## src/common/core_macros.svh

```systemverilog
`ifndef CORE_MACROS_SVH
`define CORE_MACROS_SVH

// Widths
`define NIBBLE_W 4
`define ADDR_W   12
`define INSTR_W  12
`define SP_W     8

// First instruction after reset
`define RESET_PC 12'h100

// Opcode bases
`define OP_LD_RI 12'hE00   // LD r,i   r in [5:4], i in [3:0]
`define OP_LD_X  12'hB00   // LD X,e
`define OP_LD_Y  12'h800   // LD Y,e
`define OP_PUSH  12'hFC0   // PUSH sel
`define OP_POP   12'hFD0   // POP sel

`endif

```

## src/common/core_pkg.sv

```systemverilog
`include "core_macros.svh"

package core_pkg;

    typedef logic [`NIBBLE_W-1:0] nibble_t;
    typedef logic [`ADDR_W-1:0]   addr_t;
    typedef logic [`INSTR_W-1:0]  instr_t;
    typedef logic [`SP_W-1:0]     sp_t;

    // Five clocks per instruction
    typedef enum logic [2:0] {
        FETCH,
        DECODE,
        READ,
        EXECUTE,
        WRITE
    } phase_t;

    typedef enum logic [2:0] {
        NOP,
        LD_IMM,
        LD_XE,
        LD_YE,
        PUSH,
        POP
    } op_t;

    // Same order as the low nibble of PUSH and POP
    typedef enum logic [3:0] {
        SEL_A,
        SEL_B,
        SEL_MX,
        SEL_MY,
        SEL_XP,
        SEL_XH,
        SEL_XL,
        SEL_YP,
        SEL_YH,
        SEL_YL,
        SEL_F
    } stack_sel_t;

    typedef struct packed {
        op_t        op;
        stack_sel_t sel;
        logic [7:0] imm;
        logic       ram_rd;   // Needs a RAM read in READ
        logic       ram_wr;   // Needs a RAM write in WRITE
    } decoded_t;

    typedef struct packed {
        addr_t   addr;
        nibble_t wdata;
        logic    rd;
        logic    wr;
    } mem_req_t;

endpackage

```

## src/core/instr_decoder.sv

```systemverilog
`timescale 1ns/1ps
`include "core_macros.svh"

module instr_decoder (
    input  core_pkg::instr_t   ir,
    output core_pkg::decoded_t dec
);
    import core_pkg::*;

    logic sel_valid;
    logic sel_is_mem;

    assign sel_valid  = (ir[3:0] <= 4'(SEL_F));
    assign sel_is_mem = (ir[3:1] == 3'b001);   // MX or MY

    always_comb begin
        dec        = '0;
        dec.op     = NOP;
        dec.sel    = SEL_A;
        dec.imm    = ir[7:0];

        if ((ir & 12'hFC0) == `OP_LD_RI) begin
            dec.op     = LD_IMM;
            dec.sel    = stack_sel_t'({2'b00, ir[5:4]});
            dec.ram_wr = ir[5];   // r = MX or MY
        end else if ((ir & 12'hF00) == `OP_LD_X) begin
            dec.op = LD_XE;
        end else if ((ir & 12'hF00) == `OP_LD_Y) begin
            dec.op = LD_YE;
        end else if ((ir & 12'hFF0) == `OP_PUSH && sel_valid) begin
            dec.op     = PUSH;
            dec.sel    = stack_sel_t'(ir[3:0]);
            dec.ram_rd = sel_is_mem;   // Fetch M(X) or M(Y) first
            dec.ram_wr = 1'b1;
        end else if ((ir & 12'hFF0) == `OP_POP && sel_valid) begin
            dec.op     = POP;
            dec.sel    = stack_sel_t'(ir[3:0]);
            dec.ram_rd = 1'b1;
            dec.ram_wr = sel_is_mem;   // Popped nibble goes back to RAM
        end
    end

endmodule

```

## src/core/register_file.sv

```systemverilog
`timescale 1ns/1ps

module register_file (
    input  logic               clk,
    input  logic               reset,
    input  core_pkg::phase_t   phase,
    input  core_pkg::decoded_t dec,
    input  core_pkg::nibble_t  pop_data,
    output core_pkg::addr_t    x,
    output core_pkg::addr_t    y,
    output core_pkg::sp_t      sp,
    output core_pkg::nibble_t  stack_out
);
    import core_pkg::*;

    // Bit 0 is carry, bit 3 is interrupt
    typedef struct packed {
        logic interrupt;
        logic decimal;
        logic zero;
        logic carry;
    } flags_t;

    nibble_t a;
    nibble_t b;
    flags_t  f;

    always_ff @(posedge clk) begin
        if (reset) begin
            a  <= '0;
            b  <= '0;
            x  <= '0;
            y  <= '0;
            sp <= '0;
            f  <= '0;
        end else if (phase == EXECUTE) begin
            case (dec.op)
                LD_IMM: begin
                    case (dec.sel)
                        SEL_A:   a <= dec.imm[3:0];
                        SEL_B:   b <= dec.imm[3:0];
                        default: ;   // MX and MY are written by the sequencer
                    endcase
                end
                LD_XE: x[7:0] <= dec.imm;   // XP kept
                LD_YE: y[7:0] <= dec.imm;
                PUSH:  sp <= sp - 1'b1;
                POP: begin
                    sp <= sp + 1'b1;
                    case (dec.sel)
                        SEL_A:   a       <= pop_data;
                        SEL_B:   b       <= pop_data;
                        SEL_XP:  x[11:8] <= pop_data;
                        SEL_XH:  x[7:4]  <= pop_data;
                        SEL_XL:  x[3:0]  <= pop_data;
                        SEL_YP:  y[11:8] <= pop_data;
                        SEL_YH:  y[7:4]  <= pop_data;
                        SEL_YL:  y[3:0]  <= pop_data;
                        SEL_F:   f       <= flags_t'(pop_data);
                        default: ;
                    endcase
                end
                default: ;
            endcase
        end
    end

    // Value pushed for the register selectors
    always_comb begin
        case (dec.sel)
            SEL_A:   stack_out = a;
            SEL_B:   stack_out = b;
            SEL_XP:  stack_out = x[11:8];
            SEL_XH:  stack_out = x[7:4];
            SEL_XL:  stack_out = x[3:0];
            SEL_YP:  stack_out = y[11:8];
            SEL_YH:  stack_out = y[7:4];
            SEL_YL:  stack_out = y[3:0];
            SEL_F:   stack_out = nibble_t'(f);
            default: stack_out = '0;
        endcase
    end

    a_sp_in_execute: assert property (@(posedge clk) disable iff (reset)
        (!$past(reset) && $changed(sp)) |-> $past(phase) == EXECUTE)
        else $error("sp changed outside EXECUTE");

endmodule

```

## src/core/core_sequencer.sv

```systemverilog
`timescale 1ns/1ps
`include "core_macros.svh"

module core_sequencer (
    input  logic               clk,
    input  logic               reset,
    input  core_pkg::decoded_t dec,
    input  core_pkg::addr_t    x,
    input  core_pkg::addr_t    y,
    input  core_pkg::sp_t      sp,
    input  core_pkg::nibble_t  stack_out,
    input  core_pkg::instr_t   rom_data,
    input  core_pkg::nibble_t  ram_rdata,
    output core_pkg::phase_t   phase,
    output core_pkg::instr_t   ir,
    output core_pkg::nibble_t  pop_data,
    output core_pkg::addr_t    rom_addr,
    output core_pkg::mem_req_t ram_req
);
    import core_pkg::*;

    addr_t   pc;
    nibble_t rd_q;         // RAM nibble held for WRITE
    addr_t   stack_addr;   // Stack lives in page 0
    addr_t   mem_addr;
    logic    sel_is_mem;

    always_ff @(posedge clk) begin
        if (reset) begin
            phase <= FETCH;
        end else begin
            case (phase)
                FETCH:   phase <= DECODE;
                DECODE:  phase <= READ;
                READ:    phase <= EXECUTE;
                EXECUTE: phase <= WRITE;
                default: phase <= FETCH;
            endcase
        end
    end

    always_ff @(posedge clk) begin
        if (reset) begin
            pc <= `RESET_PC;
            ir <= '0;   // Decodes as NOP
        end else begin
            if (phase == DECODE) begin
                ir <= rom_data;
            end
            if (phase == EXECUTE) begin
                pc <= pc + 1'b1;
            end
        end
    end

    always_ff @(posedge clk) begin
        if (phase == EXECUTE) begin
            rd_q <= ram_rdata;
        end
    end

    assign rom_addr   = pc;
    assign pop_data   = (phase == EXECUTE) ? ram_rdata : rd_q;
    assign stack_addr = {{(`ADDR_W - `SP_W){1'b0}}, sp};
    assign sel_is_mem = (dec.sel == SEL_MX) || (dec.sel == SEL_MY);
    assign mem_addr   = (dec.sel == SEL_MY) ? y : x;

    always_comb begin
        ram_req = '0;
        if (phase == READ && dec.ram_rd) begin
            ram_req.rd   = 1'b1;
            ram_req.addr = (dec.op == POP) ? stack_addr : mem_addr;
        end
        if (phase == WRITE && dec.ram_wr) begin
            ram_req.wr = 1'b1;
            case (dec.op)
                PUSH: begin
                    ram_req.addr  = stack_addr;   // SP already decremented
                    ram_req.wdata = sel_is_mem ? rd_q : stack_out;
                end
                POP: begin
                    ram_req.addr  = mem_addr;
                    ram_req.wdata = rd_q;
                end
                default: begin
                    ram_req.addr  = mem_addr;   // LD MX,i or LD MY,i
                    ram_req.wdata = dec.imm[3:0];
                end
            endcase
        end
    end

    a_ram_rd_wr: assert property (@(posedge clk) disable iff (reset)
        !(ram_req.rd && ram_req.wr) && (!ram_req.wr || phase == WRITE))
        else $error("ram_req rd/wr overlap or write outside WRITE");

    // A POP write must carry a nibble read two cycles before
    a_pop_after_read: assert property (@(posedge clk) disable iff (reset)
        (ram_req.wr && dec.op == POP) |-> $past(ram_req.rd, 2))
        else $error("POP write without a preceding stack read");

endmodule

```

## src/design/nibble_cpu_top.sv

```systemverilog
`timescale 1ns/1ps

module nibble_cpu_top (
    input  logic               clk,
    input  logic               reset,
    output core_pkg::addr_t    rom_addr,
    input  core_pkg::instr_t   rom_data,
    output core_pkg::mem_req_t ram_req,
    input  core_pkg::nibble_t  ram_rdata
);
    import core_pkg::*;

    phase_t   phase;
    instr_t   ir;
    decoded_t dec;
    addr_t    x;
    addr_t    y;
    sp_t      sp;
    nibble_t  stack_out;
    nibble_t  pop_data;

    core_sequencer u_sequencer (
        .clk       (clk),
        .reset     (reset),
        .dec       (dec),
        .x         (x),
        .y         (y),
        .sp        (sp),
        .stack_out (stack_out),
        .rom_data  (rom_data),
        .ram_rdata (ram_rdata),
        .phase     (phase),
        .ir        (ir),
        .pop_data  (pop_data),
        .rom_addr  (rom_addr),
        .ram_req   (ram_req)
    );

    instr_decoder u_decoder (
        .ir  (ir),
        .dec (dec)
    );

    register_file u_regs (
        .clk       (clk),
        .reset     (reset),
        .phase     (phase),
        .dec       (dec),
        .pop_data  (pop_data),
        .x         (x),
        .y         (y),
        .sp        (sp),
        .stack_out (stack_out)
    );

endmodule

```

## config.mk

```make
export PLATFORM = sky130hd
export DESIGN_NAME = nibble_cpu_top
export DESIGN_NICKNAME = d
export VERILOG_FILES = /design/src/common/core_pkg.sv /design/src/core/instr_decoder.sv /design/src/core/register_file.sv /design/src/core/core_sequencer.sv /design/src/design/nibble_cpu_top.sv
export VERILOG_INCLUDE_DIRS = /design/src /design/src/common
export SDC_FILE = /design/constraint.sdc
export NUM_CORES = 1
export LEC_CHECK = 0
export ABC_AREA = 1
export BUFFER_PORTS_ARGS = -buffer_cell sky130_fd_sc_hd__buf_2
export CAP_MARGIN = 5
export CELL_PAD_IN_SITES_DETAIL_PLACEMENT = 1
export CELL_PAD_IN_SITES_GLOBAL_PLACEMENT = 1
export CORE_UTILIZATION = 40
export DETAILED_ROUTE_END_ITERATION = 10
export PLACE_DENSITY = 0.81
export SLEW_MARGIN = 5
export SYNTH_ARGS = -nofsm -noshare
export SYNTH_HDL_FRONTEND = slang
export SYNTH_SLANG_ARGS = --single-unit
export TNS_END_PERCENT = 100
```

## constraint.sdc

```tcl
create_clock -name clk -period 2.56 [get_ports clk]
set_clock_uncertainty 0.15 [all_clocks]
set_input_delay 0.512 -clock clk [delete_from_list [all_inputs] [get_ports clk]]
set_output_delay 0.512 -clock clk [all_outputs]
set_load 0.005 [all_outputs]
```

==> results.toml, run 1 <==
[outcome]
status = "finished, violations left"
violations = "negative setup slack"

[synth]
netlist_area_sq_um = 4160
postSynthAreaPerCell_sq_um = 7.14
synth_top_area_share_pct = 34.2
syn_nets = 608
synth_most_common_cell = "nand2_1"
synth_common_cells = "nand2_1 (81), nor2_1 (75), o21ai_0 (73)"
syn_inst = 582
yosysTopAreaCell = "dfxtp_1"
synth-seq-area-share_pct = 37.1
synth_edf_count = 4
synth_area_leaders = "dfxtp_1 (34%), o21ai_0 (8.8%), nand2_1 (7.3%), nor2_1 (6.8%), a21oi_1 (6.7%)"
synthArstFlopShare_pct = 0
ys_seq_elements = 75
yosys_warnings = 0
ys_types = 48
yosys_most_used_dff = "dfxtp_1"

[floorplanning]
row_count = 36
die_h_microns = 104
die_w_microns = 104
io_pins = 48
core_sq_um = 9910
fp.dieArea_sq_um = 10800
start_util_pct = 42.0

[finish]
drive_above_1_share_pct = 35.0
final_util_pct = 56.7
layout.nets = 716
register_area_sq_um = 1560
multi_input_area_sq_um = 2520
syn_to_final_growth_pct = 35.1
fillers = 1272
diodes = 0
final_area_sq_um = 5620

[global_routing]
track_usage_pct = 30.8
grt_overflow = 0
grt_max_degree = 40
first_global_vias = 4940
antenna_found_initial = 0
grt_first_pass_wirelength_mm = 26.0

[timing]
min_period_over_period_pct = 126
fin_ws_ns = -0.665
min_period_ns = 3.22
hold_viol_final = 0
drv_slew = 0
slew_headroom_pct = 50.8
finalSetupViolations = 21
rsz0062_at_grt = "true"
fmax_ghz = 0.310
worst_pin_slew_ns = 0.730

[clock_tree]
h-tree-depth = 3
clock_latency_ns = 0.38
cts-buffers-inserted = 9
root_buffer = "clkbuf_8"
tritoncts = "yes"
hold_buffers = 0
clockBufferDepth = 2
clkSlewWorstSetupHoldPaths_ns = 0.10
numClockSinks = 75

[critical_path]
slowest_delay_ns = 0.50
crit_top_cell = "nand2_2"
cp-start-kind = "register"
cp_slowest_cell = "nor2_1"
crit_fanout = 4
r2r-start = "u_sequencer.ir[6]"
arrival_ns = 2.56
required_ns = 1.90
startpoint = "u_sequencer.ir[1]"
worstSetupEndpointType = "output port"
crit_buf_inv = 3
critPathKind = "register to output port"
critPathTopFamily = "simple AND/OR/NAND/NOR gates"
cp_cell_sequence = "nand2_2, nand2_2, nand2_2, nand3_4, buf_6, nand2_1, nor2_1, inv_1, a21oi_1, a21oi_2, buf_2"

[worst_hold_path]
hold_start = "rom_data[10]"
hp-class = "primary input to register"

[drt]
first_iter_violations = 265
firstDrtPassIters = 5
viasPerCell = 5.74
antenna_left = 0
wl_per_cell_microns = 20.4
drcViolationCount = 0
routed_wl_mm = 16.9
via_count = 4756

[power]
powerDensity_nw_per_um2 = 462
irDropWorstVdd_v = 0.000245
p_leak_nw = 2.39

[place]
place_area_sq_um = 4830
hpwl_mm = 10.5
gp_congestion = 0.972
io_buffer_count = 47

[job]
drv_cap = 0
[timing repair]
item                       CTS  global route
gates cloned                 1             0
setup endpoints to repair   19            23
resized for setup           90            20
buffers inserted            17             4
pin swaps                   33            25
[layout make-up]
cell class | count | area share, %
Clock buffer | 10 | 2.27
Clock inverter | 6 | 1.85
Inverter | 74 | 5.21
Multi-Input combinational cell | 413 | 44.8
Sequential cell | 75 | 27.7
Tap cell | 133 | 2.96
Timing Repair Buffer | 117 | 15.2
[stage by stage]
step	hold slack, ns	instances	power, mW	setup WS [ns]	setup TNS [ns]
after floorplan	0.274	582	1.35	0.123	0
after global placement	0.292	790	1.44	-0.138	-1.12
after detailed placement	0.299	790	1.45	-0.226	-2.52
after global routing	0.266	828	2.67	-0.700	-10.70
after CTS	0.265	824	2.55	-0.488	-7.33
final	0.262	828	2.60	-0.665	-8.68
[routing by layer]
metal,track usage [%],routed length (microns)
met3,4.07,819
met2,54.3,8460
met4,18.1,838
met5,0,0
met1,35.5,6800
[kinds of logic (layout without fill, tap and decap cells)]
family / Yosys count / after routing / synth area share, %
AND/OR/NAND/NOR: 238 / 239 / 27.8
AO/OA/AOI/OAI: 159 / 159 / 20.9
buffers and inverters: 95 / 207 / 10.2
flip-flops: 75 / 75 / 37.1
adder cells (fa/ha/maj): 8 / 8 / 2.59
XOR/XNOR: 7 / 7 / 1.47
[layout by cell type (no fill, tap or decap), types with 3 or more instances in the layout]
cell and n:
a21oi_2 9, xnor2_1 4, nand3_2 8, clkbuf_8 9, inv_2 12, buf_4 53
ha_1 3, nor2_2 9, o21ai_0 67, ha_4 4, a22o_1 3, nand3_4 4
bufinv_16 3, a31oi_1 3, nor3_1 6, a21oi_1 51, nand4_1 15, nand2_2 17
dfxtp_1 60, xor2_1 3, nor3_2 3, a211oi_1 4, buf_12 3, dfxtp_2 11
nand2_4 4, a211oi_2 4, o21ai_1 8, nand2_1 66, edfxtp_1 4, nor2_1 65
nor2_4 10, inv_1 58, nand3_1 22, buf_6 13, buf_2 47
[worst paths after layout]
| check | end | slack (ns) | cells after the start |
|---|---|---|---|
| worst max register to register | u_regs.sp[7] | -0.15 | 17 |
| worst max-delay path | ram_req[2] | -0.66 | 11 |
| worst min register to register | u_regs.a[0] | 0.31 | 2 |
| worst min-delay path | u_sequencer.ir[10] | 0.26 | 3 |
[registers in the layout, indices dropped and copies added, names as in the netlist]
name	flops
u_regs.a	4
u_regs.b	4
u_regs.f	4
u_regs.sp	8
u_regs.x	12
u_regs.y	12
u_sequencer.ir	12
u_sequencer.phase	3
u_sequencer.rd_q	4
u_sequencer.rom_addr	12
[tightest hold or removal path: stages]
cell and delay, ns:
buf_2 0.09, nand3_1 0.07, a21oi_1 0.06
[where the power goes]
group / leakage [nW] / total, mW / internal (mW) / switching [mW]
registers: 0.615 / 1.23 / 1.20 / 0.0240
logic: 1.66 / 0.234 / 0.0783 / 0.156
clock network: 0.118 / 1.13 / 0.642 / 0.491
total: 2.39 / 2.60 / 1.93 / 0.671
Power figures use the tool's default switching activity.
==> run 2, diff against run 1 <==
Settings changed: ABC_AREA 1 to unset, PLACE_DENSITY 0.81 to 0.78.
==> run 2 against run 1 <==
- the flow still finishes with violations (negative setup slack)
- synthesized area grew 0.81%
- via count grew 0.42%
- die area grew 0.80%
- design area grew 12%
- wire length grew 11%
- fmax shrank 2.6%
- final cell count shrank 6.8%
- critical endpoint unchanged
- largest power group unchanged
==> results.toml, run 2 <==
[clock_tree]
clockBufferDepth = 2
numClockSinks = 75
cts-buffers-inserted = 9
root_buffer = "clkbuf_8"
h-tree-depth = 3
clkSlewWorstSetupHoldPaths_ns = 0.09
clock_latency_ns = 0.38
tritoncts = "yes"
hold_buffers = 0

[floorplanning]
core_sq_um = 10200
row_count = 37
io_pins = 48
die_w_microns = 104
fp.dieArea_sq_um = 10900
start_util_pct = 41.0
die_h_microns = 104

[drt]
antenna_left = 0
wl_per_cell_microns = 24.4
viasPerCell = 6.19
via_count = 4776
firstDrtPassIters = 5
first_iter_violations = 430
routed_wl_mm = 18.8
drcViolationCount = 0

[timing]
tns_ns = -16.81
fin_ws_ns = -0.752
fmax_ghz = 0.302
slew_headroom_pct = 47.7
min_period_ns = 3.31
min_period_over_period_pct = 129
hold_viol_final = 0
finalSetupViolations = 49
worst_pin_slew_ns = 0.776
drv_slew = 0
rsz0062_at_grt = "true"

[place]
preCtsSetupSlack_ns = -0.420
io_buffer_count = 47
hpwl_mm = 11.6
dpl.cell_count = 720
gp_congestion = 0.945

[outcome]
status = "finished, violations left"
violations = "negative setup slack"

[synth]
synthArstFlopShare_pct = 0
synth_most_common_cell = "dfxtp_1"
yosys_most_used_dff = "dfxtp_1"
synth_edf_count = 4
syn_nets = 508
yosysTopAreaCell = "dfxtp_1"
synth_top_area_share_pct = 33.9
netlist_area_sq_um = 4190
yosys.area_share.simple_pct = 21.3
yosys_warnings = 0
synth_top_family_by_area = "simple AND/OR/NAND/NOR gates"
synth_xor_area_share_pct = 3.34
synth_compound_area_share_pct = 21.2
synth-seq-area-share_pct = 36.8
syn_inst = 482
postSynthAreaPerCell_sq_um = 8.70
ys_types = 74
synthAdderAreaFrac_pct = 2.57
synthMuxAreaShare_pct = 10.9
synth_common_cells = "dfxtp_1 (71), nor2_1 (61), nand2_1 (45)"
synth_area_leaders = "dfxtp_1 (34%), mux2i_1 (9.8%), nor2_1 (5.5%), a21oi_1 (4.7%), nand2_1 (4.0%)"
ys_seq_elements = 75

[critical_path]
r2r-end = "u_regs.sp[7]"
slowest_delay_ns = 0.39
crit_top_cell = "buf_4"
cp_cell_sequence = "nand4b_4, buf_4, a211oi_2, buf_4, a21oi_2, buf_6, buf_4, a31oi_1, a2bb2oi_1, a31oi_1, buf_2"
cp-start-kind = "register"
r2r-start = "u_sequencer.ir[8]"
reg2reg_slack_ns = -0.54
arrival_ns = 2.65
worstSetupEndpointType = "output port"
r2r_cells = 13
required_ns = 1.90
crit_fanout = 8
critPathKind = "register to output port"
cp_slowest_cell = "dfxtp_4"

[finish]
final_cell_mix = "buf_4 (80), dfxtp_1 (62), nor2_1 (54), buf_2 (46), mux2i_1 (37)"
layout.nets = 657
layout_commonest_cell = "buf_4"
fillers = 1164
diodes = 0
final_util_pct = 61.6
syn_to_final_growth_pct = 50.4
drive_above_1_share_pct = 46.9
fin_cells = 772

[global_routing]
antenna_found_initial = 0
grt_max_degree = 34
first_global_vias = 4908
grt_overflow = 0
track_usage_pct = 33.3
grt_first_pass_wirelength_mm = 27.3

[power]
powerDensity_nw_per_um2 = 406
p_total_mw = 2.56
irDropWorstVdd_v = 0.000362
p_leak_nw = 2.61

[worst_hold_path]
hp-class = "primary input to register"
hold_end = "u_sequencer.ir[11]"
hold_path_depth = 3
hold_start = "rom_data[11]"

[job]
drv_cap = 0
run 2: report_power, final:
group	internal, mW	switching (mW)	leakage (nW)
Clock	0.488	0.515	0.109
Sequential	1.20	0.0297	0.616
Combinational	0.133	0.197	1.89
Total	1.82	0.742	2.61
run 2: worst max-delay path, delay by kind of cell (launching register included):
kind	cells	cell delay, ns
AO/OA/AOI/OAI	5	0.92
buffers and inverters	5	0.80
flip-flops	1	0.39
AND/OR/NAND/NOR	1	0.14
run 2: how the worst max path moves through the flow:
stage / from / end / cells after the start
3_5_place_dp: u_sequencer.ir[10] / ram_req[13] / 10
5_1_grt: u_sequencer.ir[1] / ram_req[2] / 9
3_3_place_gp: u_sequencer.ir[10] / ram_req[2] / 10
6_report: u_sequencer.ir[8] / ram_req[2] / 11
4_1_cts: u_sequencer.ir[1] / ram_req[4] / 8
2_1_floorplan: u_sequencer.ir[1] / u_regs.sp[7] / 12
run 2: kinds of logic after synthesis:
logic type	count (synthesis)
multiplexers	45
AO/OA/AOI/OAI	120
buffers and inverters	37
adder cells (fa/ha/maj)	8
flip-flops	75
XOR/XNOR	16
AND/OR/NAND/NOR	181
run 2: what timing repair did:
item	in CTS	in global routing
buffers inserted	23	18
resized for setup	111	66
endpoints found under the setup margin	35	57
cloned	2	0
pin swaps	44	39
run 2: per-stage QoR:
step	cell area (sq um)	hold WS, ns
after floorplan	4270	0.299
after global placement	5160	0.328
after detailed placement	5160	0.342
after CTS	5960	0.212
after global routing	6300	0.227
final	6300	0.219
run 2: cell type report:
type | count | area [sq um] | share of cell area (%)
clock buffers | 10 | 138 | 2.18
well taps | 136 | 170 | 2.70
clock inverters | 6 | 71.3 | 1.13
repair buffers | 165 | 1320 | 20.9
multi-input cells | 371 | 3010 | 47.7
flip-flops and latches | 75 | 1570 | 24.9
inverters | 9 | 33.8 | 0.536
run 2: per-layer routing:
layer / up-vias / GRT usage (%) / share of wire, %
li1: 2086 / - / -
met1: 2335 / 38.1 / 39
met2: 256 / 55.5 / 48
met3: 99 / 6.33 / 6.5
met4: 0 / 24.2 / 6.2
met5: - / 0 / 0
